==> src/include/axis_fifo_macros.svh <==
// fixed build constants; depth is a power of two set by the address width, user marker is masked
`ifndef AXIS_FIFO_MACROS_SVH
`define AXIS_FIFO_MACROS_SVH

// payload width of one beat
`define AXIS_DATA_W 16

// user sideband width
`define AXIS_USER_W 1

// memory address width, 16 beats deep
`define FIFO_ADDR_W 4

// bad-frame marker carried in user on the last beat
`define USER_BAD_VALUE 1

// only masked user bits take part in the bad-frame test
`define USER_BAD_MASK 1

`endif

==> src/axis_fifo_pkg.sv <==
// shared types for the frame FIFO; widths come from the macros header and are fixed at build
`include "axis_fifo_macros.svh"

package axis_fifo_pkg;

    // payload and sideband vectors
    typedef logic [`AXIS_DATA_W-1:0] data_t;
    typedef logic [`AXIS_USER_W-1:0] user_t;

    // memory index
    typedef logic [`FIFO_ADDR_W-1:0] addr_t;

    // pointer with one extra wrap bit to tell full from empty
    typedef logic [`FIFO_ADDR_W:0] ptr_t;

    // occupancy, 0 up to the full depth
    typedef logic [`FIFO_ADDR_W:0] depth_t;

    // one stream beat, as stored in memory and carried on both ports
    typedef struct packed {
        data_t data;
        logic  last;
        user_t user;
    } axis_beat_t;

    // writer state
    typedef enum logic {
        WR_STORE,
        WR_DROP
    } wr_state_t;

endpackage

==> src/frame_write_ctrl.sv <==
// input side of the frame FIFO; a frame is only committed on its last beat, oversize frames are dropped
`timescale 1ns/1ps
`include "axis_fifo_macros.svh"

module frame_write_ctrl (
    input  logic                     clk,
    input  logic                     rst,
    input  axis_fifo_pkg::axis_beat_t s_beat,
    input  logic                     s_valid,
    output logic                     s_ready,
    input  logic                     full,
    input  logic                     frame_ovf,
    output logic                     wr_en,
    output axis_fifo_pkg::addr_t     wr_addr,
    output axis_fifo_pkg::axis_beat_t wr_beat,
    output axis_fifo_pkg::ptr_t      wr_ptr,
    output axis_fifo_pkg::ptr_t      commit_ptr,
    output logic                     status_overflow,
    output logic                     status_bad_frame,
    output logic                     status_good_frame
);

    import axis_fifo_pkg::*;

    wr_state_t state;
    logic      accept;
    logic      drop_beat;
    logic      is_bad;

    // an oversize frame keeps ready high so its tail can be discarded
    assign s_ready = !full || frame_ovf;

    assign accept = s_valid && s_ready;

    // once a frame fills the whole memory on its own, the rest of it is thrown away
    assign drop_beat = (state == WR_DROP) || frame_ovf;

    assign is_bad = (s_beat.user & user_t'(`USER_BAD_MASK)) ==
                    (user_t'(`USER_BAD_VALUE) & user_t'(`USER_BAD_MASK));

    assign wr_en   = accept && !drop_beat;
    assign wr_addr = addr_t'(wr_ptr);
    assign wr_beat = s_beat;

    always_ff @(posedge clk) begin
        if (rst) begin
            state             <= WR_STORE;
            wr_ptr            <= '0;
            commit_ptr        <= '0;
            status_overflow   <= 1'b0;
            status_bad_frame  <= 1'b0;
            status_good_frame <= 1'b0;
        end else begin
            // status outputs are single-cycle pulses
            status_overflow   <= 1'b0;
            status_bad_frame  <= 1'b0;
            status_good_frame <= 1'b0;

            if (accept) begin
                if (drop_beat) begin
                    if (s_beat.last) begin
                        // forget everything written for this frame
                        wr_ptr          <= commit_ptr;
                        state           <= WR_STORE;
                        status_overflow <= 1'b1;
                    end else begin
                        state <= WR_DROP;
                    end
                end else begin
                    wr_ptr <= wr_ptr + 1'b1;
                    if (s_beat.last) begin
                        if (is_bad) begin
                            wr_ptr           <= commit_ptr;
                            status_bad_frame <= 1'b1;
                        end else begin
                            // frame becomes visible to the read side
                            commit_ptr        <= wr_ptr + 1'b1;
                            status_good_frame <= 1'b1;
                        end
                    end
                end
            end
        end
    end

    // frame_ovf comes from the occupancy monitor; the open frame never outgrows the memory
    wr_open_frame_bound: assert property (
        @(posedge clk) disable iff (rst)
            ptr_t'(wr_ptr - commit_ptr) <= ptr_t'(2 ** `FIFO_ADDR_W)
    ) else $error("open frame grew beyond the memory size");

endmodule

==> src/frame_ram.sv <==
// 16-beat simple dual-port memory; read data appears one cycle after rd_en and holds otherwise
`timescale 1ns/1ps

module frame_ram (
    input  logic                      clk,
    input  logic                      wr_en,
    input  axis_fifo_pkg::addr_t      wr_addr,
    input  axis_fifo_pkg::axis_beat_t wr_beat,
    input  logic                      rd_en,
    input  axis_fifo_pkg::addr_t      rd_addr,
    output axis_fifo_pkg::axis_beat_t rd_beat
);

    import axis_fifo_pkg::*;

    axis_beat_t mem [2**$bits(addr_t)];

    // write port
    always_ff @(posedge clk) begin
        if (wr_en) begin
            mem[wr_addr] <= wr_beat;
        end
    end

    // registered read port, output kept while no read is issued
    always_ff @(posedge clk) begin
        if (rd_en) begin
            rd_beat <= mem[rd_addr];
        end
    end

endmodule

==> src/occupancy_monitor.sv <==
// pointer comparisons for the frame FIFO; depth figures lag the pointers by one cycle
`timescale 1ns/1ps
`include "axis_fifo_macros.svh"

module occupancy_monitor (
    input  logic                  clk,
    input  logic                  rst,
    input  axis_fifo_pkg::ptr_t   wr_ptr,
    input  axis_fifo_pkg::ptr_t   commit_ptr,
    input  axis_fifo_pkg::ptr_t   rd_ptr,
    output logic                  full,
    output logic                  frame_ovf,
    output logic                  empty,
    output axis_fifo_pkg::depth_t status_depth,
    output axis_fifo_pkg::depth_t status_depth_commit
);

    import axis_fifo_pkg::*;

    // only the wrap bit set
    localparam ptr_t WRAP = ptr_t'(1) << `FIFO_ADDR_W;

    // full when the wrap bits differ and the index bits agree
    assign full = wr_ptr == (rd_ptr ^ WRAP);

    // the open frame alone occupies every slot
    assign frame_ovf = wr_ptr == (commit_ptr ^ WRAP);

    // nothing committed is left to read
    assign empty = commit_ptr == rd_ptr;

    always_ff @(posedge clk) begin
        if (rst) begin
            status_depth        <= '0;
            status_depth_commit <= '0;
        end else begin
            status_depth        <= wr_ptr - rd_ptr;
            status_depth_commit <= commit_ptr - rd_ptr;
        end
    end

    // commit and read pointers live in different modules; they must never drift apart
    depth_commit_bound: assert property (
        @(posedge clk) disable iff (rst) status_depth_commit <= WRAP
    ) else $error("committed depth beyond memory size");

endmodule

==> src/read_pipeline.sv <==
// output side of the frame FIFO; one RAM read stage plus one output register, no bubble under ready
`timescale 1ns/1ps

module read_pipeline (
    input  logic                      clk,
    input  logic                      rst,
    input  logic                      empty,
    output logic                      rd_en,
    output axis_fifo_pkg::addr_t      rd_addr,
    output axis_fifo_pkg::ptr_t       rd_ptr,
    input  axis_fifo_pkg::axis_beat_t rd_beat,
    output axis_fifo_pkg::axis_beat_t m_beat,
    output logic                      m_valid,
    input  logic                      m_ready
);

    import axis_fifo_pkg::*;

    // beat sitting in the RAM output register
    logic rd_valid;
    logic out_free;
    logic stage_free;

    // output register empty or being taken this cycle
    assign out_free = !m_valid || m_ready;

    // RAM stage can take a new read if it is empty or drains into the output
    assign stage_free = !rd_valid || out_free;

    assign rd_en   = !empty && stage_free;
    assign rd_addr = addr_t'(rd_ptr);

    always_ff @(posedge clk) begin
        if (rst) begin
            rd_ptr   <= '0;
            rd_valid <= 1'b0;
            m_valid  <= 1'b0;
        end else begin
            if (rd_en) begin
                rd_ptr <= rd_ptr + 1'b1;
            end
            // valid follows the one-cycle RAM latency
            if (stage_free) begin
                rd_valid <= rd_en;
            end
            if (out_free) begin
                m_valid <= rd_valid;
            end
        end
    end

    // output beat, held while the sink stalls
    always_ff @(posedge clk) begin
        if (out_free && rd_valid) begin
            m_beat <= rd_beat;
        end
    end

    // a stalled beat in the RAM stage must survive until the output register takes it
    rd_beat_held: assert property (
        @(posedge clk) disable iff (rst) (rd_valid && !out_free) |=> $stable(rd_beat)
    ) else $error("RAM read data changed while its beat was waiting");

endmodule

==> src/axis_frame_fifo.sv <==
// 16-beat frame FIFO with oversize and bad-frame drop; a frame is readable only after its last beat
`timescale 1ns/1ps

module axis_frame_fifo (
    input  logic                      clk,
    input  logic                      rst,

    // input stream
    input  axis_fifo_pkg::axis_beat_t s_beat,
    input  logic                      s_valid,
    output logic                      s_ready,

    // output stream
    output axis_fifo_pkg::axis_beat_t m_beat,
    output logic                      m_valid,
    input  logic                      m_ready,

    // status
    output axis_fifo_pkg::depth_t     status_depth,
    output axis_fifo_pkg::depth_t     status_depth_commit,
    output logic                      status_overflow,
    output logic                      status_bad_frame,
    output logic                      status_good_frame
);

    import axis_fifo_pkg::*;

    logic       wr_en;
    addr_t      wr_addr;
    axis_beat_t wr_beat;
    ptr_t       wr_ptr;
    ptr_t       commit_ptr;

    logic       rd_en;
    addr_t      rd_addr;
    ptr_t       rd_ptr;
    axis_beat_t rd_beat;

    logic       full;
    logic       frame_ovf;
    logic       empty;

    frame_write_ctrl u_write_ctrl (
        .clk               (clk),
        .rst               (rst),
        .s_beat            (s_beat),
        .s_valid           (s_valid),
        .s_ready           (s_ready),
        .full              (full),
        .frame_ovf         (frame_ovf),
        .wr_en             (wr_en),
        .wr_addr           (wr_addr),
        .wr_beat           (wr_beat),
        .wr_ptr            (wr_ptr),
        .commit_ptr        (commit_ptr),
        .status_overflow   (status_overflow),
        .status_bad_frame  (status_bad_frame),
        .status_good_frame (status_good_frame)
    );

    frame_ram u_ram (
        .clk     (clk),
        .wr_en   (wr_en),
        .wr_addr (wr_addr),
        .wr_beat (wr_beat),
        .rd_en   (rd_en),
        .rd_addr (rd_addr),
        .rd_beat (rd_beat)
    );

    occupancy_monitor u_occupancy (
        .clk                 (clk),
        .rst                 (rst),
        .wr_ptr              (wr_ptr),
        .commit_ptr          (commit_ptr),
        .rd_ptr              (rd_ptr),
        .full                (full),
        .frame_ovf           (frame_ovf),
        .empty               (empty),
        .status_depth        (status_depth),
        .status_depth_commit (status_depth_commit)
    );

    read_pipeline u_read (
        .clk     (clk),
        .rst     (rst),
        .empty   (empty),
        .rd_en   (rd_en),
        .rd_addr (rd_addr),
        .rd_ptr  (rd_ptr),
        .rd_beat (rd_beat),
        .m_beat  (m_beat),
        .m_valid (m_valid),
        .m_ready (m_ready)
    );

endmodule

==> config.mk <==
export PLATFORM = sky130hd
export DESIGN_NAME = axis_frame_fifo
export DESIGN_NICKNAME = d
export VERILOG_FILES = /design/src/axis_fifo_pkg.sv /design/src/frame_write_ctrl.sv /design/src/frame_ram.sv /design/src/occupancy_monitor.sv /design/src/read_pipeline.sv /design/src/axis_frame_fifo.sv
export VERILOG_INCLUDE_DIRS = /design/src /design/src/include
export SDC_FILE = /design/constraint.sdc
export NUM_CORES = 1
export LEC_CHECK = 0
export BUFFER_PORTS_ARGS = -buffer_cell sky130_fd_sc_hd__buf_2
export CAP_MARGIN = 10
export CORE_MARGIN = 3
export CORE_UTILIZATION = 45
export CTS_CLUSTER_SIZE = 14
export DETAILED_ROUTE_END_ITERATION = 6
export PLACE_DENSITY = 0.73
export SKIP_LAST_GASP = 1
export SYNTH_ARGS = -nofsm -noshare
export SYNTH_HDL_FRONTEND = slang
export SYNTH_SLANG_ARGS = --single-unit
==> constraint.sdc <==
create_clock -name clk -period 9.3 [get_ports clk]
set_clock_uncertainty 0.15 [all_clocks]
set_input_delay 0 -clock clk [delete_from_list [all_inputs] [get_ports clk]]
set_output_delay 0 -clock clk [all_outputs]
set_load 0.01 [all_outputs]
==> results of run 1 <==
## flip-flops by register name (all words and copies together) (netlist names), 5 cells and up
name,flops
u_read.m_beat,18
u_write_ctrl.wr_ptr,5
u_ram.rd_beat,18
u_ram.mem,288
u_write_ctrl.commit_ptr,5
u_occupancy.status_depth,5
u_read.rd_ptr,5
u_occupancy.status_depth_commit,5
## cell families after synthesis
group	synth area share
simple gates	0.0267
flops	0.758
mux	0.153
xor+xnor	0.0128
fa+ha+maj	0.0148
buf+inv	0.0136
compound gates	0.0210
## worst paths after layout
path	startpoint	end	slack (ns)	cells after the start
hold / removal	u_ram.rd_beat[3]	u_read.m_beat[3]	0.27	0
setup reg to reg	u_read.rd_ptr[2]	u_ram.mem[4][9]	4.78	6
setup / recovery	u_read.rd_ptr[2]	u_ram.mem[4][9]	4.78	6
hold reg to reg	u_ram.rd_beat[3]	u_read.m_beat[3]	0.27	0
## metal layers
| layer | share of wire | global-route usage | vias up | wire length (microns) |
|---|---|---|---|---|
| met1 | 0.40 | 0.242 | 3369 | 11600 |
| li1 | - | - | 2803 | - |
| met3 | 0.065 | 0.0331 | 36 | 1880 |
| met5 | 0 | 0 | - | 0 |
| met2 | 0.52 | 0.313 | 252 | 15000 |
| met4 | 0.017 | 0.0411 | 0 | 501 |
## worst reg2reg max path, delay by kind of cell, from the launching register on
family,cells,cell delay (ns)
AND/OR/NAND/NOR,2,1.14
AO/OA/AOI/OAI,2,1.07
buffers and inverters,1,0.28
flip-flops,1,1.06
adder cells (fa/ha/maj),1,0.43
## power groups by stage
| stage | Clock, mW | Sequential, mW | Combinational [mW] |
|---|---|---|---|
| 2_1_floorplan | 0 | 2.08 | 0.753 |
| 3_5_place_dp | 0 | 2.11 | 1.11 |
| 6_report | 1.38 | 2.08 | 1.10 |
| 5_1_grt | 1.47 | 2.10 | 1.18 |
| 4_1_cts | 1.41 | 2.08 | 1.12 |
| 3_3_place_gp | 0 | 2.10 | 1.09 |
## layout by cell type, fill, tap and decap left out, drive strengths merged, types with 6 or more instances in the layout
master,netlist,final
and3,15,15
clkinv,0,11
buf,10,61
nor2b,6,6
ha,13,13
xor2,9,9
dlygate4sd3,0,23
xnor2,11,11
nand2,9,9
inv,14,14
a21oi,13,13
edfxtp,324,324
dfxtp,31,31
nor2,26,26
clkbuf,18,47
mux4,90,90
mux2i,6,6
## final cells by class
cell class	instances	area, sq um	area share
inverter	14	52.6	0.00334
multi-input combinational	241	3130	0.199
clock buffer	47	1030	0.0654
tap	390	488	0.0310
clock inverter	13	115	0.00732
sequential	355	10400	0.659
timing repair buffer	84	553	0.0352
## per-stage QoR
stage / power, mW / setup WS (ns) / utilization / instance area (sq um)
6_report: 4.56 / 4.78 / 0.528 / 15700
5_1_grt: 4.76 / 4.53 / 0.528 / 15700
4_1_cts: 4.61 / 4.78 / 0.528 / 15700
3_5_place_dp: 3.22 / 4.79 / 0.481 / 14300
3_3_place_gp: 3.19 / 4.92 / 0.481 / 14300
2_1_floorplan: 2.84 / 4.97 / - / 13700
## what timing repair did
item / 4_1_cts / 5_1_grt
setup endpoints to repair: 0 / 0
hold buffers: 23 / 0
buffers inserted: 0 / 0
gates resized for setup: 0 / 0
endpoints found under the hold margin: 316 / 0
==> reports/metrics.yaml, run 1 <==
run:
  cap_viol_max_count: 0
sta:
  worst_pin_slew_ns: 1.13
  maxSlewViolCount: 0
  relSlewSlack: 0.247
  whs_ns: 0.269
  fin_crit_ns: 4.52
  setup_tns_ns: 0
  fin_crit_sh: 0.486
  setup_violations: 0
  hold_violations: 0
  rsz0062_at_grt: "false"
  fmax_mhz: 221
synth:
  syn_area_per_cell_sq_um: 21.4
  yosysWarnings: 0
  synth_nets: 675
  synth_area_sq_mm: 0.0137
  synth_edf_count: 324
  synth_top_area_frac: 0.713
  ys_seq_area_frac: 0.758
  ys_async_sr_fraction: 0
  synth_top_cell_by_area: "edfxtp_1"
  ys_seq_elements: 355
  synthCells: 638
  ys_types: 43
  synthTopCellsByArea: "edfxtp_1 71%, mux4_2 15%, dfxtp_1 4.5%"
  synthFlopType: "edfxtp_1"
  synth_common_cells: "324 x edfxtp_1, 90 x mux4_2, 31 x dfxtp_1"
  synth_most_common_cell: "edfxtp_1"
critical_path:
  crit_buf_inv: 1
  max_stage_delay_ns: 1.06
  end_kind: "register"
  worstPathCellList: "inv_1, ha_1, and4_4, a211o_1, a21oi_2, and3_1"
  cp.arrival_ns: 4.49
  worstSetupStartpointType: "register"
  crit_fanout: 25
  path_delay_family: "simple AND/OR/NAND/NOR gates"
  crit_required_ns: 9.28
  critPathKind: "reg -> reg"
  cpMaxStageDelayCell: "dfxtp_1"
cts:
  clk_path_buf_depth: 3
  worstSkewPairLatency_ns: 0.51
  cts_tree: "done"
  cts.sink_count: 355
  cts.htree.levels: 2
  clk_transition_reported_paths_ns: 0.06
  cts_root_buf: "clkbuf_16"
  numCtsBuffers: 35
die:
  fp.dieArea_sq_mm: 0.0325
  fp-row-count: 63
  die_h_microns: 180
  die_w_microns: 180
  core_sq_mm: 0.0298
  start_util: 0.458
  io_pins: 55
placement:
  dp_cells: 1061
  dp_hpwl_mm: 18.0
  gp_congestion: 0.828
  io_buffers: 54
finish:
  drive_gt1_frac: 0.286
  area_growth_pct: 15.2
  diodes: 0
  nets: 768
  nFillCells: 2264
  final_cells: 1144
drt:
  drt_iter0_drc: 693
  wire_per_inst_microns: 25.4
  route.vias.total: 6460
  vias_per_cell: 5.65
  drc: 0
  antenna_left: 0
  drt_pass1_iterations: 5
  routed_wl_mm: 29.0
pwr:
  p_comb_frac: 0.242
  ir_drop_uv: 115
  power_density_mw_per_mm2: 290
  internal_power_mw: 3.32
  switching_power_mw: 1.25
  pwr-share-seq: 0.455
  clkPwrFrac: 0.303
  total_leakage_power_nw: 5.16
  switching_share: 0.273
global_route:
  grt.overflow.total: 0
  grt_max_degree: 75
  antenna_found_initial: 1
  grt_util_all_layers: 0.181
  grt_pass1_wl_mm: 43.6
  grt_pass1_vias: 6650
status:
  status: "finished, final reports clean"
hold_path:
  hold_class: "reg -> reg"
(Power assumes the default switching activity.)
==> run 2: changes to the inputs <==
- clock period: 9.3 -> 4.6 ns (I/O delays scaled with it)
==> run 2 against run 1 <==
Hold slack got worse by 0.0030 ns. Design area increased by 1.2%. Critical endpoint is now u_ram.mem[7][15]. Largest power group unchanged. Wire length decreased by 2.7%. Highest routed layer unchanged. Total power increased by 100%. Utilization increased by 0.66 points. Largest cell class unchanged. Cell count increased by 2.0%. Register-to-register slack got worse by 3.5 ns. Sequential share of layout area decreased by 0.81 points. Count of clock-buffer cells in the layout decreased by 2. Global-route usage decreased by 0.55 points. Setup slack got worse by 3.5 ns. Fmax increased by 35%.
==> reports/metrics.yaml, run 2 (synthesis results as in run 1) <==
critical_path:
  crit_fanout: 27
  critPathKind: "reg -> reg"
  cp.arrival_ns: 3.37
  r2r_setup_slack_ns: 1.26
  crit_required_ns: 4.63
  r2r_end: "u_ram.mem[7][15]"
  worstSetupStartpointType: "register"
  r2r_cells: 8
  r2r_start: "u_read.rd_ptr[0]"
  end_kind: "register"
die:
  die_w_microns: 180
  start_util: 0.458
  fp-row-count: 63
  io_pins: 55
  fp.dieArea_sq_mm: 0.0325
  die_h_microns: 180
  core_sq_mm: 0.0298
finish:
  top_regs: "u_ram.mem: 288 flops, u_ram.rd_beat: 18 flops, u_read.m_beat: 18 flops"
  area_growth_pct: 16.6
  drive_gt1_frac: 0.297
  largest_reg_flops: 288
  nets: 789
  final_cell_mix: "324 x edfxtp_1, 90 x mux4_2, 54 x buf_2"
  final_common_cell: "edfxtp_1"
  final_cells: 1167
  nFillCells: 2271
  diodes: 0
  largest_register: "u_ram.mem"
cts:
  worstSkewPairLatency_ns: 0.53
  postCtsSetupRepairBufs: 0
  cts_tree: "done"
  clk_transition_reported_paths_ns: 0.06
  cts.sink_count: 355
  cts_root_buf: "clkbuf_16"
  numCtsBuffers: 37
  clk_path_buf_depth: 3
  cts.htree.levels: 2
placement:
  gp_congestion: 0.803
  io_buffers: 54
  dp_cells: 1080
  dp_hpwl_mm: 16.7
sta:
  hold_violations: 0
  relSlewSlack: 0.280
  setup_violations: 0
  setup_tns_ns: 0
  maxSlewViolCount: 0
  worst_pin_slew_ns: 1.08
  fin_crit_sh: 0.726
  rsz0062_at_grt: "false"
  fmax_mhz: 300
  fin_crit_ns: 3.34
  whs_ns: 0.266
pwr:
  internal_power_mw: 6.79
  switching_power_mw: 2.50
  total_leakage_power_nw: 5.27
  p_comb_frac: 0.233
  pwr-share-seq: 0.451
  power_density_mw_per_mm2: 583
  clkPwrFrac: 0.315
  switching_share: 0.269
  ir_drop_uv: 333
run:
  cap_viol_max_count: 0
hold_path:
  hold_class: "in -> reg"
  min_to: "u_ram.mem[12][14]"
  hp-start: "s_beat[14]"
  whs_path_depth: 2
global_route:
  grt_max_degree: 75
  grt_pass1_vias: 7049
  antenna_found_initial: 0
  grt_pass1_wl_mm: 43.7
  grt.overflow.total: 0
  grt_util_all_layers: 0.176
drt:
  antenna_left: 0
  route.vias.total: 6633
  drt_iter0_drc: 632
  drt_pass1_iterations: 5
  drc: 0
  wire_per_inst_microns: 24.2
  vias_per_cell: 5.68
  routed_wl_mm: 28.2
status:
  status: "finished, final reports clean"
-- run 2: cell types whose count changed in the layout (fill, tap and decap cells not counted) --
| cell | change |
|---|---|
| buf_4 | +19 |
| clkinv_1 | +5 |
| clkbuf_1 | +3 |
| clkbuf_4 | -3 |
| clkinv_2 | -3 |
| bufinv_16 | +2 |
| clkbuf_16 | -1 |
| clkbuf_8 | -1 |
| clkinv_4 | -1 |
| clkinv_8 | +1 |
| inv_16 | +1 |
| inv_8 | +1 |
-- run 2: timing repair --
item                                   4_1_cts  5_1_grt
resized for setup                            0        0
endpoints found under the hold margin      316        0
hold buffers                                23        0
-- run 2: layout make-up --
| cell class | instances | area, sq um | area share |
|---|---|---|---|
| Sequential cell | 355 | 10400 | 0.651 |
| Inverter | 14 | 52.6 | 0.00330 |
| Clock inverter | 19 | 218 | 0.0137 |
| Tap cell | 390 | 488 | 0.0307 |
| Timing Repair Buffer | 103 | 696 | 0.0437 |
| Clock buffer | 45 | 977 | 0.0614 |
| Multi-Input combinational cell | 241 | 3130 | 0.197 |
-- run 2: how the worst max path moves through the flow --
stage | start | end
after floorplan | u_read.rd_ptr[1] | u_ram.mem[3][0]
after global placement | u_read.rd_ptr[0] | u_ram.mem[7][16]
after detailed placement | u_read.rd_ptr[0] | u_ram.mem[7][16]
after CTS | u_read.rd_ptr[0] | u_ram.mem[7][15]
after global routing | u_read.rd_ptr[0] | u_ram.mem[7][15]
final | u_read.rd_ptr[0] | u_ram.mem[7][15]
-- run 2: power by group through the flow --
| stage | Clock [mW] | Sequential, mW | Combinational [mW] |
|---|---|---|---|
| final | 2.93 | 4.19 | 2.17 |
| after floorplan | 0 | 4.21 | 1.52 |
| after detailed placement | 0 | 4.26 | 2.17 |
| after CTS | 2.99 | 4.20 | 2.19 |
| after global routing | 3.12 | 4.23 | 2.34 |
| after global placement | 0 | 4.24 | 2.11 |
-- run 2: routing by layer --
metal	vias up	GRT usage	routed length [microns]
met2	277	0.296	14600
met4	0	0.0596	798
li1	2847	-	-
met5	-	0	0
met3	58	0.0307	1860
met1	3451	0.235	11000
-- run 2: per-stage QoR --
stage	setup slack [ns]	area, sq um	total power, mW	util
5_1_grt	1.09	15900	9.69	0.534
3_3_place_gp	1.28	14500	6.36	0.486
2_1_floorplan	0.269	13700	5.73	-
3_5_place_dp	1.27	14500	6.42	0.486
6_report	1.26	15900	9.29	0.534
4_1_cts	1.24	15900	9.38	0.534
-- run 2: critical path: stages (launching register included) --
cell	delay [ns]
dfxtp_4	0.69
ha_1	0.34
and4_4	0.19
a211o_1	0.34
a21oi_2	0.38
buf_4	0.27
nand2_1	0.11
nor3_2	0.15
buf_4	0.35
